`config.mk`:
```
export PLATFORM = sky130hd
export DESIGN_NAME = exec_issue_top
export DESIGN_NICKNAME = d
export VERILOG_FILES = /design/src/verilog/issue_pkg.sv /design/src/verilog/rs_bank.sv /design/src/verilog/fu_occupancy.sv /design/src/verilog/fu_scheduler.sv /design/src/verilog/exec_issue_top.sv
export VERILOG_INCLUDE_DIRS = /design/src /design/src/verilog
export SDC_FILE = /design/constraint.sdc
export NUM_CORES = 1
export LEC_CHECK = 0
export ABC_CLOCK_PERIOD_IN_PS = 7650
export BUFFER_PORTS_ARGS = -buffer_cell sky130_fd_sc_hd__buf_2
export CAP_MARGIN = 20
export CORE_MARGIN = 1
export CORE_UTILIZATION = 40
export CTS_BUF_LIST = sky130_fd_sc_hd__clkbuf_2 sky130_fd_sc_hd__clkbuf_4 sky130_fd_sc_hd__clkbuf_8
export DETAILED_ROUTE_END_ITERATION = 8
export MAX_ROUTING_LAYER = met4
export PLACE_DENSITY_LB_ADDON = 0.25
export RECOVER_POWER = 25
export SLEW_MARGIN = 20
export SYNTH_ARGS = -nofsm -noshare
export SYNTH_HDL_FRONTEND = slang
export SYNTH_HIERARCHICAL = 1
export SYNTH_SLANG_ARGS = --single-unit
```
`constraint.sdc`:
```
create_clock -name clk -period 7.65 [get_ports clk]
set_input_delay 0.3825 -clock clk [delete_from_list [all_inputs] [get_ports clk]]
set_output_delay 0.3825 -clock clk [all_outputs]
set_load 0.005 [all_outputs]
```
`src/verilog/issue_cfg.svh`:
```
// issue stage configuration.
// station size, unit numbering, widths and unit busy times.

`ifndef ISSUE_CFG_SVH
`define ISSUE_CFG_SVH

// ~~~~~~~~~~~~~~~~~~~~~~~~~~~~
// sizes and widths
`define RS_DEPTH  4     // station entries, one-hot word.
`define NUM_FU    5
`define FU_W      3     // unit number width.
`define XLEN      32
`define TAG_W     4     // rob entry tag.

// ~~~~~~~~~~~~~~~~~~~~~~~~~~~~
// unit numbers on ready_bus and valid_in_bus
`define FU_ALU0   0
`define FU_ALU1   1
`define FU_MUL    2
`define FU_DIV    3
`define FU_SHIFT  4

// busy cycles per unit. none of them is pipelined.
`define LAT_ALU   1
`define LAT_MUL   3
`define LAT_DIV   8
`define LAT_SHIFT 1

`endif

```
`src/verilog/issue_pkg.sv`:
```
// issue stage types.
// opcodes, unit classes and the packets passed between the issue blocks.

`include "issue_cfg.svh"

package issue_pkg;

    // top bit set means a non-alu unit.
    typedef enum logic [3:0] {
        ADD  = 4'h0,
        SUB  = 4'h1,
        AND  = 4'h2,
        OR   = 4'h3,
        XOR  = 4'h4,
        SLT  = 4'h5,
        SLTU = 4'h6,
        PASS = 4'h7,    // loads and branches.
        MUL  = 4'h8,
        MULH = 4'h9,
        DIV  = 4'ha,
        REMU = 4'hb,
        SRL  = 4'hc,
        SRA  = 4'hd,
        SLL  = 4'he
    } alu_op_e;

    typedef enum logic [1:0] {
        ALU,
        MULT,
        DIVD,
        SHIFT
    } fu_class_e;

    typedef struct packed {
        logic              ready;
        logic [`TAG_W-1:0] tag;     // producer, while waiting.
        logic [`XLEN-1:0]  value;
    } operand_t;

    typedef struct packed {
        logic [`TAG_W-1:0] rob_entry;
        alu_op_e           alu_op;
        logic [1:0]        branch_type;
        logic              load;
        operand_t          rs1;
        operand_t          rs2;
    } dispatch_t;

    typedef struct packed {
        logic      busy;
        dispatch_t uop;
        logic      valid_operands;  // busy and both sources ready.
    } rs_entry_t;

    typedef struct packed {
        logic              valid;
        logic [`TAG_W-1:0] tag;
        logic [`XLEN-1:0]  value;
    } cdb_t;

    typedef struct packed {
        logic              valid;
        logic [`TAG_W-1:0] rob_entry;
        alu_op_e           alu_op;
        logic [1:0]        branch_type;
        logic              load;
        logic [`XLEN-1:0]  rs1;
        logic [`XLEN-1:0]  rs2;
        logic [`FU_W-1:0]  fu;
    } issue_t;

    typedef struct packed {
        logic              valid;
        logic [`TAG_W-1:0] rob_entry;
        logic [`FU_W-1:0]  fu;
    } complete_t;

    function automatic fu_class_e op_class(alu_op_e op);
        case (op)
            MUL, MULH:     return MULT;
            DIV, REMU:     return DIVD;
            SRL, SRA, SLL: return SHIFT;
            default:       return ALU;
        endcase
    endfunction

endpackage

```
`src/verilog/rs_bank.sv`:
```
// reservation station.
// holds dispatched micro-ops, catches operands off the cdb and
// releases the entry the scheduler consumes.

`include "issue_cfg.svh"

module rs_bank (
    input  logic                                 clk,
    input  logic                                 arst_n,
    input  logic                                 dispatch_valid,
    input  issue_pkg::dispatch_t                 dispatch,
    input  issue_pkg::cdb_t                      cdb,
    input  logic [`RS_DEPTH-1:0]                 consumed,
    output issue_pkg::rs_entry_t [`RS_DEPTH-1:0] entries,
    output logic                                 rs_full
);

    logic [`RS_DEPTH-1:0] busy_q;
    logic [`RS_DEPTH-1:0] free_oh;
    issue_pkg::dispatch_t uop_q [`RS_DEPTH];
    issue_pkg::dispatch_t dispatch_woken;

    // fills a waiting operand when the broadcast tag matches.
    function automatic issue_pkg::operand_t wake(
        issue_pkg::operand_t op,
        issue_pkg::cdb_t     bc
    );
        issue_pkg::operand_t res;
        res = op;
        if (!op.ready && bc.valid && (bc.tag == op.tag)) begin
            res.ready = 1'b1;
            res.value = bc.value;
        end
        return res;
    endfunction

    // ~~~~~~~~~~~~~~~~~~~~~~~~~~~~
    // allocation

    assign free_oh = ~busy_q & (busy_q + 1'b1);  // lowest free, zero when full.
    assign rs_full = &busy_q;

    // same-edge broadcast also reaches the incoming micro-op.
    always_comb begin
        dispatch_woken     = dispatch;
        dispatch_woken.rs1 = wake(dispatch.rs1, cdb);
        dispatch_woken.rs2 = wake(dispatch.rs2, cdb);
    end

    always_ff @(posedge clk or negedge arst_n) begin
        if (!arst_n) begin
            busy_q <= '0;
        end else begin
            for (int i = 0; i < `RS_DEPTH; i++) begin
                if (dispatch_valid && free_oh[i]) begin
                    busy_q[i] <= 1'b1;
                end else if (consumed[i]) begin
                    busy_q[i] <= 1'b0;
                end
            end
        end
    end

    // ~~~~~~~~~~~~~~~~~~~~~~~~~~~~
    // payload and wakeup

    always_ff @(posedge clk) begin
        for (int i = 0; i < `RS_DEPTH; i++) begin
            if (dispatch_valid && free_oh[i]) begin
                uop_q[i] <= dispatch_woken;
            end else if (busy_q[i]) begin
                uop_q[i].rs1 <= wake(uop_q[i].rs1, cdb);
                uop_q[i].rs2 <= wake(uop_q[i].rs2, cdb);
            end
        end
    end

    always_comb begin
        for (int i = 0; i < `RS_DEPTH; i++) begin
            entries[i].busy           = busy_q[i];
            entries[i].uop            = uop_q[i];
            entries[i].valid_operands = busy_q[i] & uop_q[i].rs1.ready
                                        & uop_q[i].rs2.ready;
        end
    end

endmodule

```
`src/verilog/fu_occupancy.sv`:
```
// functional unit occupancy.
// one busy counter per unit. reports each finished unit once, lowest first.

`include "issue_cfg.svh"

module fu_occupancy (
    input  logic                  clk,
    input  logic                  arst_n,
    input  logic [`NUM_FU-1:0]    valid_in_bus,
    input  logic [`TAG_W-1:0]     issue_rob,
    output logic [`NUM_FU-1:0]    ready_bus,
    output issue_pkg::complete_t  complete
);

    localparam int CNT_W = $clog2(`LAT_DIV + 1);

    logic [CNT_W-1:0]   cnt_q      [`NUM_FU];
    logic [`TAG_W-1:0]  rob_q      [`NUM_FU];
    logic [`TAG_W-1:0]  pend_rob_q [`NUM_FU];
    logic [`NUM_FU-1:0] expire, cand, pick, pend_q;
    logic [`FU_W-1:0]   pick_fu;
    logic [`TAG_W-1:0]  pick_rob;
    logic               done_valid_q;
    logic [`FU_W-1:0]   done_fu_q;
    logic [`TAG_W-1:0]  done_rob_q;

    function automatic logic [CNT_W-1:0] unit_lat(int unsigned unit);
        case (unit)
            `FU_MUL:   return CNT_W'(`LAT_MUL);
            `FU_DIV:   return CNT_W'(`LAT_DIV);
            `FU_SHIFT: return CNT_W'(`LAT_SHIFT);
            default:   return CNT_W'(`LAT_ALU);
        endcase
    endfunction

    always_comb begin
        for (int i = 0; i < `NUM_FU; i++) begin
            ready_bus[i] = (cnt_q[i] == '0);
            expire[i]    = (cnt_q[i] == CNT_W'(1));   // hits zero this edge.
        end
    end

    assign cand = expire | pend_q;
    assign pick = cand & (~cand + 1'b1);

    always_comb begin
        pick_fu  = '0;
        pick_rob = rob_q[0];
        for (int i = 0; i < `NUM_FU; i++) begin
            if (pick[i]) begin
                pick_fu  = `FU_W'(i);
                pick_rob = pend_q[i] ? pend_rob_q[i] : rob_q[i];
            end
        end
    end

    always_ff @(posedge clk or negedge arst_n) begin
        if (!arst_n) begin
            for (int i = 0; i < `NUM_FU; i++) cnt_q[i] <= '0;
            pend_q       <= '0;
            done_valid_q <= 1'b0;
        end else begin
            for (int i = 0; i < `NUM_FU; i++) begin
                if (valid_in_bus[i]) cnt_q[i] <= unit_lat(i);
                else if (cnt_q[i] != '0) cnt_q[i] <= cnt_q[i] - 1'b1;
            end
            pend_q       <= cand & ~pick;   // losers wait their turn.
            done_valid_q <= |cand;
        end
    end

    always_ff @(posedge clk) begin
        for (int i = 0; i < `NUM_FU; i++) begin
            if (valid_in_bus[i]) rob_q[i] <= issue_rob;
            if (expire[i]) pend_rob_q[i] <= rob_q[i];
        end
        done_fu_q  <= pick_fu;
        done_rob_q <= pick_rob;
    end

    assign complete.valid     = done_valid_q;
    assign complete.rob_entry = done_rob_q;
    assign complete.fu        = done_fu_q;

endmodule

```
`src/verilog/fu_scheduler.sv`:
```
// issue scheduler.
// picks the first ready entry whose unit class has a free unit and
// registers the issue packet for that unit.

`include "issue_cfg.svh"

module fu_scheduler (
    input  logic                                 clk,
    input  logic                                 arst_n,
    input  issue_pkg::rs_entry_t [`RS_DEPTH-1:0] entries,
    input  logic [`NUM_FU-1:0]                   ready_bus,
    output logic [`RS_DEPTH-1:0]                 consumed,
    output logic [`NUM_FU-1:0]                   valid_in_bus,   // both one-hot.
    output logic [`TAG_W-1:0]                    issue_rob,
    output issue_pkg::issue_t                    issue
);

    issue_pkg::dispatch_t sel;
    logic [`NUM_FU-1:0]   unit_oh;
    logic [`FU_W-1:0]     sel_fu;
    logic                 issue_valid_q;
    issue_pkg::dispatch_t issue_uop_q;
    logic [`FU_W-1:0]     issue_fu_q;

    // free unit for this opcode, alu0 before alu1.
    function automatic logic [`NUM_FU-1:0] route(
        issue_pkg::alu_op_e op,
        logic [`NUM_FU-1:0] rdy
    );
        logic [`NUM_FU-1:0] oh;
        oh = '0;
        case (issue_pkg::op_class(op))
            issue_pkg::ALU: begin
                if (rdy[`FU_ALU0]) oh[`FU_ALU0] = 1'b1;
                else if (rdy[`FU_ALU1]) oh[`FU_ALU1] = 1'b1;
            end
            issue_pkg::MULT:  oh[`FU_MUL]   = rdy[`FU_MUL];
            issue_pkg::DIVD:  oh[`FU_DIV]   = rdy[`FU_DIV];
            default:          oh[`FU_SHIFT] = rdy[`FU_SHIFT];
        endcase
        return oh;
    endfunction

    // ~~~~~~~~~~~~~~~~~~~~~~~~~~~~
    // select. a blocked entry does not hide later ones.
    always_comb begin
        consumed     = '0;
        valid_in_bus = '0;
        sel          = entries[0].uop;
        for (int i = 0; i < `RS_DEPTH; i++) begin
            unit_oh = route(entries[i].uop.alu_op, ready_bus);
            if (entries[i].valid_operands && (|unit_oh) && !(|consumed)) begin
                consumed[i]  = 1'b1;
                valid_in_bus = unit_oh;
                sel          = entries[i].uop;
            end
        end
    end

    always_comb begin
        sel_fu = '0;
        for (int u = 0; u < `NUM_FU; u++) begin
            if (valid_in_bus[u]) sel_fu = `FU_W'(u);
        end
    end

    assign issue_rob = sel.rob_entry;

    // ~~~~~~~~~~~~~~~~~~~~~~~~~~~~
    // issue register
    always_ff @(posedge clk or negedge arst_n) begin
        if (!arst_n) issue_valid_q <= 1'b0;
        else issue_valid_q <= |valid_in_bus;
    end

    always_ff @(posedge clk) begin
        if (|valid_in_bus) begin
            issue_uop_q <= sel;
            issue_fu_q  <= sel_fu;
        end
    end

    assign issue.valid       = issue_valid_q;
    assign issue.rob_entry   = issue_uop_q.rob_entry;
    assign issue.alu_op      = issue_uop_q.alu_op;
    assign issue.branch_type = issue_uop_q.branch_type;
    assign issue.load        = issue_uop_q.load;
    assign issue.rs1         = issue_uop_q.rs1.value;
    assign issue.rs2         = issue_uop_q.rs2.value;
    assign issue.fu          = issue_fu_q;

endmodule

```
`src/verilog/exec_issue_top.sv`:
```
// execute stage issue side.
// reservation station, unit occupancy and scheduler.

`include "issue_cfg.svh"

module exec_issue_top (
    input  logic                  clk,
    input  logic                  arst_n,
    input  logic                  dispatch_valid,
    input  issue_pkg::dispatch_t  dispatch,
    input  issue_pkg::cdb_t       cdb,
    output logic                  rs_full,
    output issue_pkg::issue_t     issue,
    output issue_pkg::complete_t  complete
);

    issue_pkg::rs_entry_t [`RS_DEPTH-1:0] entries;
    logic [`RS_DEPTH-1:0]                 consumed;
    logic [`NUM_FU-1:0]                   ready_bus;
    logic [`NUM_FU-1:0]                   valid_in_bus;
    logic [`TAG_W-1:0]                    issue_rob;

    rs_bank u_rs_bank (
        .clk            (clk),
        .arst_n         (arst_n),
        .dispatch_valid (dispatch_valid),
        .dispatch       (dispatch),
        .cdb            (cdb),
        .consumed       (consumed),
        .entries        (entries),
        .rs_full        (rs_full)
    );

    fu_occupancy u_fu_occupancy (
        .clk          (clk),
        .arst_n       (arst_n),
        .valid_in_bus (valid_in_bus),
        .issue_rob    (issue_rob),
        .ready_bus    (ready_bus),
        .complete     (complete)
    );

    fu_scheduler u_fu_scheduler (
        .clk          (clk),
        .arst_n       (arst_n),
        .entries      (entries),
        .ready_bus    (ready_bus),
        .consumed     (consumed),
        .valid_in_bus (valid_in_bus),
        .issue_rob    (issue_rob),
        .issue        (issue)
    );

endmodule

```
==> impl_metrics.env <==
export IMPL_drt_iter0_drc=812
export IMPL_vdd_drop_max_mv=0.196
export IMPL_final_max_slew_viol_count=38
export IMPL_grt_use_met1=0.253
export IMPL_grt_max_degree=82
export IMPL_cts_resized=0
export IMPL_worst_pin_slew_ns=1.89
export IMPL_power_density_nw_per_um2=374
export IMPL_h_tree_depth=3
export IMPL_die_w_um=238
export IMPL_met2_usage=0.345
export IMPL_nFillCells=4859
export IMPL_syn_cell_area_um2=22200
export IMPL_r2r_end="u_fu_scheduler/issue[21]"
export IMPL_fin_area_um2=26400
export IMPL_worst_hold_slack_ns=0.0571
export IMPL_path_clk_slew_ns=0.06
export IMPL_hold_viol=0
export IMPL_top_usage_layer="met2"
export IMPL_max_slew_margin=-0.261
export IMPL_postCtsSetupBuffers=0
export IMPL_grt_pass1_vias=14200
export IMPL_synth_area_leaders="edfxtp_1, mux2_2, mux2i_1"
export IMPL_async_flop_share=0.0611
export IMPL_critPathRequiredTime_ns=7.94
export IMPL_synth_distinct_cells=66
export IMPL_violations="capacitance limit, slew limit"
export IMPL_wirelength_mm=58.3
export IMPL_io_pins=213
export IMPL_synth_top_area_share=0.614
export IMPL_skew_ns=0.0337
export IMPL_layout_common_cells="edfxtp_1, mux2_2, buf_2"
export IMPL_wire_per_inst_um=22.2
export IMPL_yosysSeqAreaShare=0.654
export IMPL_grt_ovfl_total=0
export IMPL_critPathKind="flop to flop"
export IMPL_grt_pass1_wl_mm=86.1
export IMPL_cts_inserted_buffers=86
export IMPL_synthCells=1501
export IMPL_cts_buffer_depth=3
export IMPL_r2r_slack_ns=2.55
export IMPL_placed_cells=2396
export IMPL_avgViaCountPerCell=5.30
export IMPL_hp_start="dispatch[27]"
export IMPL_antenna_found_initial=21
export IMPL_finalPower_mw=9.85
export IMPL_fmax_mhz=196
export IMPL_rows=86
export IMPL_grtUsageMet3=0.0539
export IMPL_critPathSlowestCell="buf_4"
export IMPL_critPathTopFamily="simple AND/OR/NAND/NOR gates"
export IMPL_synth_edf_count=454
export IMPL_arrival_ns=5.39
export IMPL_place_congestion=0.875
export IMPL_ys_warn_count=6
export IMPL_final_antenna_net_count=0
export IMPL_max_stage_delay_ns=0.77
export IMPL_finalCritPeriodShare=0.666
export IMPL_fp_dieH_um=238
export IMPL_cts_tree="yes"
export IMPL_port_buffers=212
export IMPL_reg2regPathDepth=12
export IMPL_finalNetCount=1923
export IMPL_clk_latency_ns=0.67
export IMPL_instances_no_fill=2628
export IMPL_die_area_um2=56500
export IMPL_r2r_start="u_fu_occupancy/cnt_q[12]"
export IMPL_syn_nets=1636
export IMPL_avgSynthCellArea_um2=14.8
export IMPL_tns_ns=0
export IMPL_drc=0
export IMPL_placed_area_um2=24200
export IMPL_startpoint="u_fu_occupancy/cnt_q[12]"
export IMPL_final_common_cell="edfxtp_1"
export IMPL_layout_drive_gt1_share=0.294
export IMPL_hold_class="primary input to flop"
export IMPL_ys_flop_type="edfxtp_1"
export IMPL_first_pass_iters=5
export IMPL_cts_root_buf="clkbuf_8"
export IMPL_grt_usage=0.211
export IMPL_cts_sinks=491
export IMPL_synth_seq_cells=491
export IMPL_setup_violations=0
export IMPL_min_period_ns=5.10
export IMPL_rsz0062_at_grt="false"
export IMPL_core_um2=55000
export IMPL_path_cells="inv_1 -> ha_1 -> nor3b_1 -> nor2_1 -> nor4b_1 -> a311o_1 -> nand3_4 -> inv_2 -> a311o_1 -> o21ai_1 -> o2111ai_4 -> buf_4"
export IMPL_worst_path_most_repeated_cell="a311o_1"
export IMPL_synthToLayoutAreaGrowth_pct=18.6
export IMPL_end_kind="flop"
export IMPL_outcome="finished, violations left"
export IMPL_path_max_fanout=71
export IMPL_post_dp_hpwl_mm=34.3
export IMPL_p_leak_nw=9.60
export IMPL_hold_depth=2
export IMPL_route_vias_total=13900
export IMPL_initial_utilization=0.404
export IMPL_crit_path_start_kind="flop"
export IMPL_drv_cap=2
export IMPL_hold_path_end="u_rs_bank/uop_q[2][27]"
export IMPL_path_buf_inv=3
export IMPL_yosys_area_top_type="edfxtp_1"
[state kept, by name, summed over array words and instances (netlist names)]
register and flops:
u_fu_scheduler/issue 75, u_fu_occupancy/done_rob_q 4, u_fu_occupancy/cnt_q 20, u_fu_scheduler/issue_valid_q 1
u_rs_bank/uop_q 340, u_fu_occupancy/rob_q 20, u_rs_bank/busy_q 4, u_fu_occupancy/pend_q 4
u_fu_occupancy/done_valid_q 1, u_fu_occupancy/done_fu_q 3, u_fu_occupancy/pend_rob_q 16, u_fu_scheduler/issue_fu_q 3
[what timing repair did]
action,4_1_cts,5_1_grt
hold endpoints to repair,148,0
hold buffers,51,0
setup endpoints to repair,0,0
[routing by layer]
| layer | up-vias | part of all wire |
|---|---|---|
| met4 | 0 | 0.025 |
| met2 | 426 | 0.50 |
| li1 | 6432 | - |
| met5 | - | 0 |
| met1 | 6982 | 0.42 |
| met3 | 97 | 0.060 |
[Yosys cell counts, types with 15 or more instances]
library cell / instances
inv_1: 33
mux2_2: 198
nand2b_1: 15
nor3_1: 17
edfxtp_1: 454
mux2i_1: 87
clkbuf_1: 34
xor2_1: 20
a22o_1: 64
nand2_1: 29
a211oi_1: 78
dfrtp_1: 30
a21oi_1: 23
buf_2: 44
nor2_1: 117
a21o_1: 77
xnor2_1: 22
[worst reg2reg max path, delay by kind of cell, from the launching register on]
family,cells,cell delay (ns)
adders and majority gates,1,0.20
DFF,1,0.39
and+or+nand+nor,4,2.01
AOI/OAI and AO/OA,4,0.94
buffers and inverters,3,1.15
[worst max-delay path by stage]
| stage | to | slack [ns] | cells past startpoint |
|---|---|---|---|
| after floorplan | u_fu_scheduler/issue[10] | 1.02 | 13 |
| after global placement | u_fu_scheduler/issue[53] | 2.41 | 12 |
| after detailed placement | u_fu_scheduler/issue[53] | 2.29 | 12 |
| after CTS | u_fu_scheduler/issue[26] | 2.23 | 12 |
| after global routing | u_fu_scheduler/issue[30] | 2.10 | 12 |
| final | u_fu_scheduler/issue[21] | 2.55 | 12 |
[cells by family (layout without fill, tap and decap cells)]
family	after synthesis	in the layout	share of synthesized area
compound gates	301	301	0.104
xor+xnor	42	42	0.0166
fa+ha+maj	10	10	0.00563
buf+inv	127	486	0.0263
flops	491	491	0.654
mux	285	285	0.140
other cells	0	20	0
simple gates	245	245	0.0541
[per-stage QoR]
stage	setup slack (ns)	util
after floorplan	1.02	-
after global placement	2.41	0.439
after detailed placement	2.29	0.439
after CTS	2.23	0.480
after global routing	2.10	0.479
final	2.55	0.479
[layout make-up]
type | count | area [um^2] | share of cell area
Sequential cell | 491 | 14500 | 0.551
Inverter | 36 | 135 | 0.00513
Clock buffer | 120 | 1460 | 0.0553
Tap cell | 748 | 936 | 0.0355
Antenna cell | 20 | 50.0 | 0.00190
Clock inverter | 40 | 264 | 0.0100
Timing Repair Buffer | 290 | 1710 | 0.0647
Multi-Input combinational cell | 883 | 7290 | 0.276
[where the power goes]
part	switching (mW)	internal [mW]	total, mW
combinational	1.84	1.20	3.05
clock	1.09	1.31	2.41
sequential	0.343	4.06	4.40
total	3.28	6.57	9.85
(Power assumes the default switching activity.)
